`config.mk`:
```
export PLATFORM = sky130hd
export DESIGN_NAME = pioTop
export DESIGN_NICKNAME = d
export VERILOG_FILES = /design/src/design/pioRegPkg.sv /design/src/design/hostCmdPkg.sv /design/src/design/hostCmdCapture.sv /design/src/design/cmdFifo.sv /design/src/design/regAccessSeq.sv /design/src/design/pioFlags.sv /design/src/design/pioTop.sv
export VERILOG_INCLUDE_DIRS = /design/src /design/src/design
export SDC_FILE = /design/constraint.sdc
export NUM_CORES = 1
export LEC_CHECK = 0
export BUFFER_PORTS_ARGS = -buffer_cell sky130_fd_sc_hd__buf_2
export CORE_MARGIN = 5
export CORE_UTILIZATION = 55
export DETAILED_ROUTE_END_ITERATION = 7
export GPL_ROUTABILITY_DRIVEN = 0
export PLACE_DENSITY = 0.79
export SLEW_MARGIN = 25
export SYNTH_ARGS = -nofsm -noshare
export SYNTH_HDL_FRONTEND = slang
export SYNTH_SLANG_ARGS = --single-unit
```
`constraint.sdc`:
```
create_clock -name PIOCLK0 -period 3.8 [get_ports PIOCLK0]
set_input_delay 0.57 -clock PIOCLK0 [delete_from_list [all_inputs] [get_ports PIOCLK0]]
set_output_delay 0.57 -clock PIOCLK0 [all_outputs]
set_load 0.02 [all_outputs]
```
`src/design/pio_params.svh`:
```
`ifndef PIO_PARAMS_SVH
`define PIO_PARAMS_SVH

// ~~~~~~~~~~~~~~~~~~~~
// flag pin side.
// ~~~~~~~~~~~~~~~~~~~~

// one bit per flag pin.
`define PIO_WIDTH 12

// ~~~~~~~~~~~~~~~~~~~~
// host side.
// ~~~~~~~~~~~~~~~~~~~~

// host data bus, bits 11:8 unused by the flag images.
`define DMD_WIDTH 16

`define CMD_DEPTH 4 // queued commands, power of two.

`endif

```
`src/design/pioRegPkg.sv`:
```
`include "pio_params.svh"

package pioRegPkg;

  // flag register select.
  typedef enum logic [1:0]
  {
    REG_MASK,
    REG_INT,
    REG_TYPE,
    REG_DATA
  } pioReg;

  // 12-bit image onto the 16-bit bus, hole at 11:8.
  function automatic logic [`DMD_WIDTH-1:0] toBus(input logic [`PIO_WIDTH-1:0] img);
    return {img[11:8], 4'b0000, img[7:0]};
  endfunction

  function automatic logic [`PIO_WIDTH-1:0] fromBus(input logic [`DMD_WIDTH-1:0] bus);
    return {bus[15:12], bus[7:0]};
  endfunction

endpackage

```
`src/design/hostCmdPkg.sv`:
```
package hostCmdPkg;

  // ~~~~~~~~~~~~~~~~~~~~
  // host command opcodes.
  // ~~~~~~~~~~~~~~~~~~~~
  typedef enum logic
  {
    OP_WRITE,
    OP_READ
  } hostOp;

  // ~~~~~~~~~~~~~~~~~~~~
  // register access sequencer.
  // ~~~~~~~~~~~~~~~~~~~~
  typedef enum logic [2:0]
  {
    IDLE,    // waiting on the FIFO.
    POP,     // head taken.
    ISSUE,   // strobe or read select.
    RESP_HI, // rspReq up, wait for rspAck.
    RESP_LO  // wait for rspAck to drop.
  } seqState;

endpackage

```
`src/design/hostCmdCapture.sv`:
```
`include "pio_params.svh"

module hostCmdCapture
(
  input  logic                  PIOCLK0,
  input  logic                  T_RST,
  input  logic                  hostReq,
  input  hostCmdPkg::hostOp     hostOp,
  input  pioRegPkg::pioReg      hostReg,
  input  logic [`DMD_WIDTH-1:0] hostData,
  output logic                  hostAck,
  input  logic                  full,
  output logic                  push,
  output hostCmdPkg::hostOp     pushOp,
  output pioRegPkg::pioReg      pushReg,
  output logic [`DMD_WIDTH-1:0] pushData
);

  typedef enum logic
  {
    CAP_IDLE,
    CAP_HOLD
  } capState;

  capState state;

  // one push per request, held off while the FIFO is full.
  assign push = hostReq && (state == CAP_IDLE) && !full;
  assign hostAck = (state == CAP_HOLD);

  // fields are stable while hostReq is high.
  assign pushOp = hostOp;
  assign pushReg = hostReg;
  assign pushData = hostData;

  always_ff @(posedge PIOCLK0 or posedge T_RST)
  begin
    if (T_RST)
      state <= CAP_IDLE;
    else
    begin
      case (state)
        CAP_IDLE:
        begin
          if (push)
            state <= CAP_HOLD; // ack rises with the push.
        end
        CAP_HOLD:
        begin
          if (!hostReq)
            state <= CAP_IDLE;
        end
        default:
          state <= CAP_IDLE;
      endcase
    end
  end

  // a request and its fields hold until the host sees hostAck.
  reqHeld: assert property (@(posedge PIOCLK0) disable iff (T_RST)
    hostReq && !hostAck |=> hostReq && $stable(hostOp) && $stable(hostReg)
      && $stable(hostData));

endmodule

```
`src/design/cmdFifo.sv`:
```
`include "pio_params.svh"

module cmdFifo
(
  input  logic                  PIOCLK0,
  input  logic                  T_RST,
  input  logic                  push,
  input  hostCmdPkg::hostOp     pushOp,
  input  pioRegPkg::pioReg      pushReg,
  input  logic [`DMD_WIDTH-1:0] pushData,
  output logic                  full,
  input  logic                  pop,
  output logic                  empty,
  output hostCmdPkg::hostOp     popOp,
  output pioRegPkg::pioReg      popReg,
  output logic [`DMD_WIDTH-1:0] popData
);

  import hostCmdPkg::*;
  import pioRegPkg::*;

  localparam int DEPTH = `CMD_DEPTH;
  localparam int PTR_W = $clog2(DEPTH);
  localparam logic [PTR_W:0] FULL_CNT = (PTR_W + 1)'(DEPTH);

  hostOp                 opMem   [DEPTH];
  pioReg                 regMem  [DEPTH];
  logic [`DMD_WIDTH-1:0] dataMem [DEPTH];

  logic [PTR_W-1:0] wrPtr;
  logic [PTR_W-1:0] rdPtr;
  logic [PTR_W:0]   count;

  assign full = (count == FULL_CNT);
  assign empty = (count == '0);

  // head of queue, valid whenever not empty.
  assign popOp = opMem[rdPtr];
  assign popReg = regMem[rdPtr];
  assign popData = dataMem[rdPtr];

  always_ff @(posedge PIOCLK0)
  begin
    if (push)
    begin
      opMem[wrPtr] <= pushOp;
      regMem[wrPtr] <= pushReg;
      dataMem[wrPtr] <= pushData;
    end
  end

  always_ff @(posedge PIOCLK0 or posedge T_RST)
  begin
    if (T_RST)
    begin
      wrPtr <= '0;
      rdPtr <= '0;
      count <= '0;
    end
    else
    begin
      if (push)
        wrPtr <= wrPtr + 1'b1; // wraps, depth is a power of two.
      if (pop)
        rdPtr <= rdPtr + 1'b1;
      case ({push, pop})
        2'b10:   count <= count + 1'b1;
        2'b01:   count <= count - 1'b1;
        default: count <= count;
      endcase
    end
  end

  noPopEmpty: assert property (@(posedge PIOCLK0) disable iff (T_RST)
    pop |-> !empty);

endmodule

```
`src/design/regAccessSeq.sv`:
```
`include "pio_params.svh"

module regAccessSeq
(
  input  logic                  PIOCLK0,
  input  logic                  T_RST,
  input  logic                  empty,
  output logic                  pop,
  input  hostCmdPkg::hostOp     popOp,
  input  pioRegPkg::pioReg      popReg,
  input  logic [`DMD_WIDTH-1:0] popData,
  output pioRegPkg::pioReg      regSel,
  output logic                  regWe,
  output logic [`DMD_WIDTH-1:0] regWrData,
  input  logic [`DMD_WIDTH-1:0] regRdData,
  output logic                  rspReq,
  input  logic                  rspAck,
  output logic [`DMD_WIDTH-1:0] rspData
);

  import hostCmdPkg::*;
  import pioRegPkg::*;

  seqState               state;
  seqState               nextState;
  hostOp                 curOp;
  pioReg                 curReg;
  logic [`DMD_WIDTH-1:0] curData;

  always_comb
  begin
    nextState = state;
    case (state)
      IDLE:    if (!empty) nextState = POP;
      POP:     nextState = ISSUE;
      ISSUE:   nextState = (curOp == OP_READ) ? RESP_HI : IDLE;
      RESP_HI: if (rspAck) nextState = RESP_LO;
      RESP_LO: if (!rspAck) nextState = IDLE;
      default: nextState = IDLE;
    endcase
  end

  always_ff @(posedge PIOCLK0 or posedge T_RST)
  begin
    if (T_RST)
    begin
      state <= IDLE;
      curOp <= OP_WRITE;
      curReg <= REG_MASK;
    end
    else
    begin
      state <= nextState;
      if (pop)
      begin
        curOp <= popOp;
        curReg <= popReg;
      end
    end
  end

  always_ff @(posedge PIOCLK0)
  begin
    if (pop)
      curData <= popData;
    if (state == ISSUE && curOp == OP_READ)
      rspData <= regRdData; // select has settled by now.
  end

  assign pop = (state == POP);
  assign regSel = curReg;
  assign regWe = (state == ISSUE) && (curOp == OP_WRITE); // single cycle.
  assign regWrData = curData;
  assign rspReq = (state == RESP_HI);

  // four-phase response, the host acknowledges only a pending rspReq.
  ackOnReq: assert property (@(posedge PIOCLK0) disable iff (T_RST)
    $rose(rspAck) |-> rspReq);

endmodule

```
`src/design/pioFlags.sv`:
```
`include "pio_params.svh"

module pioFlags
(
  input  logic                  PIOCLK0,
  input  logic                  T_RST,
  input  pioRegPkg::pioReg      regSel,
  input  logic                  regWe,
  input  logic [`DMD_WIDTH-1:0] regWrData,
  output logic [`DMD_WIDTH-1:0] regRdData,
  input  logic [`PIO_WIDTH-1:0] pioIn,
  output logic [`PIO_WIDTH-1:0] pioOut,
  output logic [`PIO_WIDTH-1:0] pioEn,
  output logic                  pioIntN
);

  import pioRegPkg::*;

  logic [`PIO_WIDTH-1:0] pMask;
  logic [`PIO_WIDTH-1:0] pType; // 1 = output pin.
  logic [`PIO_WIDTH-1:0] pData;
  logic [`PIO_WIDTH-1:0] pInt;
  logic [`PIO_WIDTH-1:0] wrImg;
  logic [`PIO_WIDTH-1:0] inPrev;
  logic [`PIO_WIDTH-1:0] inFilt;
  logic [`PIO_WIDTH-1:0] filtNext;
  logic [`PIO_WIDTH-1:0] filtDly;
  logic [`PIO_WIDTH-1:0] intSet;
  logic                  wrMask;
  logic                  wrType;
  logic                  wrData;
  logic                  wrInt;

  assign wrImg = fromBus(regWrData);
  assign wrMask = regWe && (regSel == REG_MASK);
  assign wrType = regWe && (regSel == REG_TYPE);
  assign wrData = regWe && (regSel == REG_DATA);
  assign wrInt = regWe && (regSel == REG_INT);

  always_ff @(posedge PIOCLK0 or posedge T_RST)
  begin
    if (T_RST)
    begin
      pMask <= '0;
      pType <= '0;
    end
    else
    begin
      if (wrMask)
        pMask <= wrImg;
      if (wrType)
        pType <= wrImg;
    end
  end

  // ~~~~~~~~~~~~~~~~~~~~
  // input filter.
  // ~~~~~~~~~~~~~~~~~~~~

  // rise needs two high samples, fall needs two low ones.
  assign filtNext = (inFilt & (pioIn | inPrev)) | (~inFilt & pioIn & inPrev);

  always_ff @(posedge PIOCLK0 or posedge T_RST)
  begin
    if (T_RST)
    begin
      inPrev <= '0;
      inFilt <= '0;
      filtDly <= '0;
    end
    else
    begin
      inPrev <= pioIn;
      inFilt <= filtNext;
      filtDly <= inFilt; // edge detect for the latch.
    end
  end

  always_ff @(posedge PIOCLK0 or posedge T_RST)
  begin
    if (T_RST)
      pData <= '0;
    else if (wrData)
      pData <= (pType & wrImg) | (~pType & inFilt);
    else
      pData <= (pType & pData) | (~pType & inFilt);
  end

  // ~~~~~~~~~~~~~~~~~~~~
  // interrupt latch.
  // ~~~~~~~~~~~~~~~~~~~~

  assign intSet = (inFilt ^ filtDly) & ~pType & pMask;

  always_ff @(posedge PIOCLK0 or posedge T_RST)
  begin
    if (T_RST)
      pInt <= '0;
    else if (wrInt)
      pInt <= wrImg; // host write wins over new edges.
    else
      pInt <= pInt | intSet;
  end

  assign pioIntN = ~(|(pMask & pInt));
  assign pioOut = pData;
  assign pioEn = pType;

  always_comb
  begin
    case (regSel)
      REG_MASK: regRdData = toBus(pMask);
      REG_INT:  regRdData = toBus(pInt);
      REG_TYPE: regRdData = toBus(pType);
      default:  regRdData = toBus(pData);
    endcase
  end

endmodule

```
`src/design/pioTop.sv`:
```
`include "pio_params.svh"

module pioTop
(
  input  logic                  PIOCLK0,
  input  logic                  T_RST,
  input  logic                  hostReq,
  input  hostCmdPkg::hostOp     hostOp,
  input  pioRegPkg::pioReg      hostReg,
  input  logic [`DMD_WIDTH-1:0] hostData,
  output logic                  hostAck,
  output logic                  rspReq,
  input  logic                  rspAck,
  output logic [`DMD_WIDTH-1:0] rspData,
  input  logic [`PIO_WIDTH-1:0] pioIn,
  output logic [`PIO_WIDTH-1:0] pioOut,
  output logic [`PIO_WIDTH-1:0] pioEn,
  output logic                  pioIntN
);

  import pioRegPkg::*;

  // ~~~~~~~~~~~~~~~~~~~~
  // command path.
  // ~~~~~~~~~~~~~~~~~~~~
  logic                  push;
  hostCmdPkg::hostOp     pushOp;
  pioReg                 pushReg;
  logic [`DMD_WIDTH-1:0] pushData;
  logic                  full;
  logic                  pop;
  logic                  empty;
  hostCmdPkg::hostOp     popOp;
  pioReg                 popReg;
  logic [`DMD_WIDTH-1:0] popData;

  // register side.
  pioReg                 regSel;
  logic                  regWe;
  logic [`DMD_WIDTH-1:0] regWrData;
  logic [`DMD_WIDTH-1:0] regRdData;

  hostCmdCapture uCapture (.PIOCLK0, .T_RST, .hostReq, .hostOp, .hostReg, .hostData,
    .hostAck, .full, .push, .pushOp, .pushReg, .pushData);

  cmdFifo uFifo (.PIOCLK0, .T_RST, .push, .pushOp, .pushReg, .pushData, .full,
    .pop, .empty, .popOp, .popReg, .popData);

  regAccessSeq uSeq (.PIOCLK0, .T_RST, .empty, .pop, .popOp, .popReg, .popData,
    .regSel, .regWe, .regWrData, .regRdData, .rspReq, .rspAck, .rspData);

  pioFlags uFlags (.PIOCLK0, .T_RST, .regSel, .regWe, .regWrData, .regRdData,
    .pioIn, .pioOut, .pioEn, .pioIntN);

endmodule

```
* Word-level counts from Yosys, hierarchy flattened
Memory sizes are Yosys's and may differ from the RTL's. A register that Yosys moved wholly into a read port is not among the register bits.
Cells that the tools add are included.
** Word-level totals
- Register bits :: 111
- Bits in writable memories :: 76
- Output and inout port bits :: 43
- Memories kept :: 3
** Memories
- uFifo.dataMem :: depth 4, width 16, read ports 1, clocked after Yosys merged registers in 1, wr ports 1, RTL line cmdFifo.sv:28 : logic [`DMD_WIDTH-1:0] dataMem [DEPTH];
- uFifo.regMem :: depth 4, width 2, read ports 1, clocked after Yosys merged registers in 1, wr ports 1, RTL line cmdFifo.sv:27 : pioReg regMem [DEPTH];
- uFifo.opMem :: depth 4, width 1, read ports 1, clocked after Yosys merged registers in 1, wr ports 1, RTL line cmdFifo.sv:26 : hostOp opMem [DEPTH];
** Operators by class
- Add/subtract/negate cells :: 4
- Equal/unequal tests :: 13
- Mux-type cells :: 13
- Bitwise gates (word level) :: 20
- Reductions and logical operators :: 15
** Operators by type and width (count)
- 12-bit AND :: 9
- 12-bit OR :: 5
- 16-bit one-hot mux with 3 select lines :: 1
- 12-bit 2-to-1 mux :: 2
- 12-bit inverter :: 2
- 3-bit one-hot mux with 5 select lines :: 1
- 12-bit OR reduction :: 1
- 12-bit XOR :: 1
- 3-bit 2-to-1 mux :: 3
- 1-bit logical AND :: 8
- 2-bit == test (second input constant) :: 3
- 3-bit by 2-bit == test with 1-bit output (second input constant) :: 2
- 3-bit == test (second input constant) :: 2
- 3-bit zero test :: 2
- 3-bit one-hot mux with 2 select lines :: 1
- 2-bit by 1-bit adder with 2-bit output (second input constant) :: 2
- 2-bit by 1-bit == test with 1-bit output (second input constant) :: 2
- 2-bit inequality test (second input constant) :: 2
- 3-bit by 1-bit adder with 3-bit output (second input constant) :: 1
- 3-bit by 1-bit == test with 1-bit output (second input constant) :: 1
- 1-bit 2-to-1 mux :: 3
- 1-bit inverter :: 3
- 3-bit AND reduction :: 1
- 3-bit by 1-bit subtractor with 3-bit output (second input constant) :: 1
- 6 further kinds :: 6

* Longest topological paths before layout
- Depth after elaboration :: 5
- Mapped depth :: 10
- Depth with buffers taken out :: 9

* Hierarchy
A second synthesis with hierarchy kept.
** Unflattened totals
- Cells, all modules :: 484
- Area total of the unflattened synthesis :: 8139.1 µm²
** Modules (own cells, without submodules)
- pioFlags :: times used 1, cells each 268, area each 3524.6 µm², sequential area each 2102.0 µm²
- cmdFifo :: times used 1, cells each 136, area each 3145.5 µm², sequential area each 2457.4 µm²
- regAccessSeq :: times used 1, cells each 56, area each 1273.7 µm², sequential area each 1111.1 µm²
- hostCmdCapture :: times used 1, cells each 24, area each 195.2 µm², sequential area each 25.0 µm²

* Least setup slack after synthesis
OpenSTA, ideal clock, no wires.
- Kind :: reg-to-reg
- From :: register uSeq.state[2]
- To :: register uFifo.count[2]
- Library setup time :: 0.079 ns
- Arrival :: 2.475 ns
- Data required time :: 3.721 ns
- Path slack :: 1.246 ns
- Cell stages (with the launch flop) :: 9
- Buffers on the path :: 1
- Cell sequence :: dfrtp_1 -> clkbuf_1 -> nor3b_2 -> ha_1 -> inv_1 -> fa_1 -> xor2_1 -> nor2_1 -> xor2_1
** Between the ends
- Word-level cells in the longest chain between the ends :: 3
- Elaborated cells between the ends (all ways) :: 5
- Classes of those cells :: eq/ne (3); mux (1); reduce/logical (1)
** Ends and longest elaborated chain
- start, declared :: RTL line regAccessSeq.sv:24 : seqState state;
- start signal, assigned :: RTL line regAccessSeq.sv:53 : state <= nextState;
- 3-bit by 1-bit == test with 1-bit output * :: RTL line regAccessSeq.sv:70 : assign pop = (state == POP);
- 2-bit by 1-bit == test with 1-bit output / 2-bit == test (equally long branches) :: RTL line cmdFifo.sv:66 : case ({push, pop})
- 3-bit one-hot mux with 2 select lines / 2-bit nonzero test (equally long branches)
- end signal, assigned :: RTL line cmdFifo.sv:67 : 2'b10: count <= count + 1'b1;
- end signal, assigned :: RTL line cmdFifo.sv:68 : 2'b01: count <= count - 1'b1;
- end signal, assigned :: RTL line cmdFifo.sv:69 : default: count <= count;
- end, declared :: RTL line cmdFifo.sv:32 : logic [PTR_W:0] count;
Mark *: on every way between the ends. The rest lies on a longest branch, timed or not.
A chain may end at the register's enable or synchronous reset.

* Worst setup path after layout
- From :: register uSeq.curReg[1] (netlist: uSeq.regSel[1]) (read register of uFifo.regMem)
- To :: register uFlags.pType[9] (netlist: uFlags.pioEn[9])
** Between the ends
- Word-level cells in the longest chain between the ends :: 2
** Ends and longest elaborated chain
- start, declared :: RTL line regAccessSeq.sv:27 : pioReg curReg;
- 2-bit == test :: RTL line pioFlags.sv:36 : assign wrType = regWe && (regSel == REG_TYPE);
- 1-bit logical AND :: RTL line pioFlags.sv:36
- end signal, assigned :: RTL line pioFlags.sv:52 : pType <= wrImg;
- end, declared :: RTL line pioFlags.sv:20 : logic [`PIO_WIDTH-1:0] pType;
Every way passes these cells.

==> results_dict.tcl <==
set metrics [dict create \
    status "finished clean" \
    p_int_mw 4.65 \
    synth-xor-area-share 0.0216 \
    grt_start_max_net_pins 78 \
    ys_seq_elements 182 \
    ys_seq_area_frac 0.681 \
    crit_arrival_ns 2.74 \
    ys_types 41 \
    grt_overflow_total 0 \
    multiInputGateArea_um2 2050 \
    grt.total_usage 0.182 \
    holdWs_ns 0.246 \
    vias 3952 \
    synth.mux.area_fraction 0.148 \
    hold_path.class "input pin to asynchronous set/reset pin" \
    fmax_mhz 415 \
    drtPass1Iterations 5 \
    p_clk_frac 0.258 \
    ys.flop_type "dfrtp_1" \
    port_buffers 69 \
    maxCapViolCount 0 \
    die_area_um2 15700 \
    grt_pass1_vias 4137 \
    utilization 0.638 \
    stdcell_area_um2 8380 \
    p_leak_nw 3.57 \
    tns_ns 0 \
    post-cts-setup-buffers 0 \
    crit_fanout 15 \
    synthToLayoutAreaGrowth_pct 14.7 \
    num_rows 42 \
    slew_headroom 0.455 \
    setup_viol 0 \
    antenna_left 0 \
    final_common_cell "dfrtp_1" \
    powerDensity_nw_per_um2 815 \
    fin_skew_ns 0.00725 \
    cp-start-kind "register" \
    fin_crit_ns 2.41 \
    drt_wl_total_um 13400 \
    cp-end-kind "register" \
    die_width_um 125 \
    synth_top_family_by_area "multiplexers" \
    placed_cell_area_um2 7780 \
    cts_tree "built" \
    antennaDiodeCount 0 \
    clock_latency_ns 0.43 \
    hold_violations 0 \
    hpwl_um 8800 \
    die_height_um 125 \
    cts.clk_slew.worst_paths_ns 0.06 \
    netlist_area_um2 7310 \
    synth_compound_area_frac 0.0354 \
    p_total_mw 6.83 \
    p_sw_mw 2.19 \
    htree_num_levels 4 \
    clockRootBuffer "clkbuf_16" \
    synth_area_per_cell_um2 16.7 \
    synth-edff-count 84 \
    crit_type "register to register" \
    antenna_found_initial 0 \
    avgViaCountPerCell 5.64 \
    layout-drive-gt1-share 0.297 \
    swShare 0.320 \
    clockBufferDepth 2 \
    hold_buffers 0 \
    synth-simple-area-share 0.0438 \
    core_um2 13100 \
    fin_nets 553 \
    grt_pass1_wl_um 22000 \
    tightest_slew_ns 0.815 \
    slew_violations 0 \
    ios 78 \
    cts_resized 0 \
    start_util 0.556 \
    avgRoutedWirePerCell_um 19.1 \
    ys_warn_count 0 \
    async_flop_share 0.538 \
    p_comb_frac 0.269 \
    drc 0 \
    layout_common_cells "dfrtp_1, edfxtp_1, buf_2" \
    fillers 907 \
    p_seq_frac 0.473 \
    worstPathRequired_ns 4.13 \
    synthCells 438 \
    vdd_drop_max_mv 0.435 \
    register_area_um2 4980 \
    clock_sinks 182 \
    numCtsBuffers 17 \
    drt-initial-drc-count 264 \
    period_share 0.635 \
    rsz0062_at_grt "false" \
    synth_fa_ha_area_frac 0.0277 \
]
-- worst paths after layout --
path,slack [ns],start,end,cells after the start
max,1.39,uSeq.regSel[1]$_DFFE_PP0P_,uFlags.pioEn[9]$_DFFE_PP0P_,3
min,0.25,T_RST,uFlags.inPrev[1]$_DFF_PP0_,2
max reg2reg,1.39,uSeq.regSel[1]$_DFFE_PP0P_,uFlags.pioEn[9]$_DFFE_PP0P_,3
min reg2reg,0.45,uFlags.inFilt[6]$_DFF_PP0_,uFlags.filtDly[6]$_DFF_PP0_,0
max in group asynchronous,2.77,T_RST,uFlags.inFilt[4]$_DFF_PP0_,3
min in group PIOCLK0,0.26,pioIn[0],uFlags.inPrev[0]$_DFF_PP0_,1
-- state kept, by name (all words and copies together), names as in the netlist, 3 cells and up, named ones only --
register	cells
uFlags.pMask	12
uSeq.rspData	12
uFlags.pInt	12
uFlags.filtDly	12
uFifo.regMem	8
uSeq.state	3
uFifo.dataMem	48
uFlags.pioEn	12
uFifo.count	3
uFifo.opMem	4
uFlags.inPrev	12
uFlags.inFilt	12
uSeq.regWrData	12
-- through the flow --
step / worst slack [ns] / cells
after floorplan: 0.668 / 441
after global placement: 1.43 / 669
after detailed placement: 1.42 / 669
after CTS: 1.42 / 701
after global routing: 1.28 / 701
final: 1.39 / 701
-- layout make-up --
class | instances | area share
clock buffers | 25 | 0.0604
clock inverters | 7 | 0.0112
inverters | 43 | 0.0198
multi-input cells | 195 | 0.244
flip-flops and latches | 182 | 0.593
well taps | 176 | 0.0263
repair buffers | 73 | 0.0448
-- Yosys cell counts, types with 6 or more instances --
cell type  instances  share of area
a31oi_1           13          0.011
buf_2              7         0.0048
buf_4              6         0.0062
dfrtp_1           98           0.34
edfxtp_1          84           0.35
inv_1             43          0.022
maj3_1            12          0.016
mux2_4            11          0.023
mux2i_1           25          0.034
mux4_2            27          0.083
nand2_1           19         0.0098
nand4_1           12          0.010
o221ai_1          12          0.014
xor2_1            15          0.018
-- layer usage --
layer  vias to the layer above  track usage  wire length [um]
met2                       142        0.299              6730
met3                        22       0.0635               884
met1                      2029        0.231              5550
met5                         -            0                 0
met4                         0       0.0574               248
li1                       1759            -                 -
-- cells by family after synthesis --
group,after synthesis
AO/OA/AOI/OAI,34
XOR/XNOR,18
adder cells (fa/ha/maj),18
buffers and inverters,64
flip-flops,182
multiplexers,68
other,1
AND/OR/NAND/NOR,53
-- power groups by stage --
stage | clock (mW) | combinational, mW | sequential (mW)
6_report | 1.76 | 1.84 | 3.23
5_1_grt | 1.87 | 2.00 | 3.32
2_1_floorplan | 0 | 1.33 | 3.19
4_1_cts | 1.79 | 1.87 | 3.23
3_5_place_dp | 0 | 1.85 | 3.26
3_3_place_gp | 0 | 1.78 | 3.22
-- critical path: stages, from the launching register on --
cell      delay, ns
dfrtp_1        0.85
and4bb_4       0.52
nand2_1        0.54
mux2i_1        0.39
(Power assumes the default switching activity.)
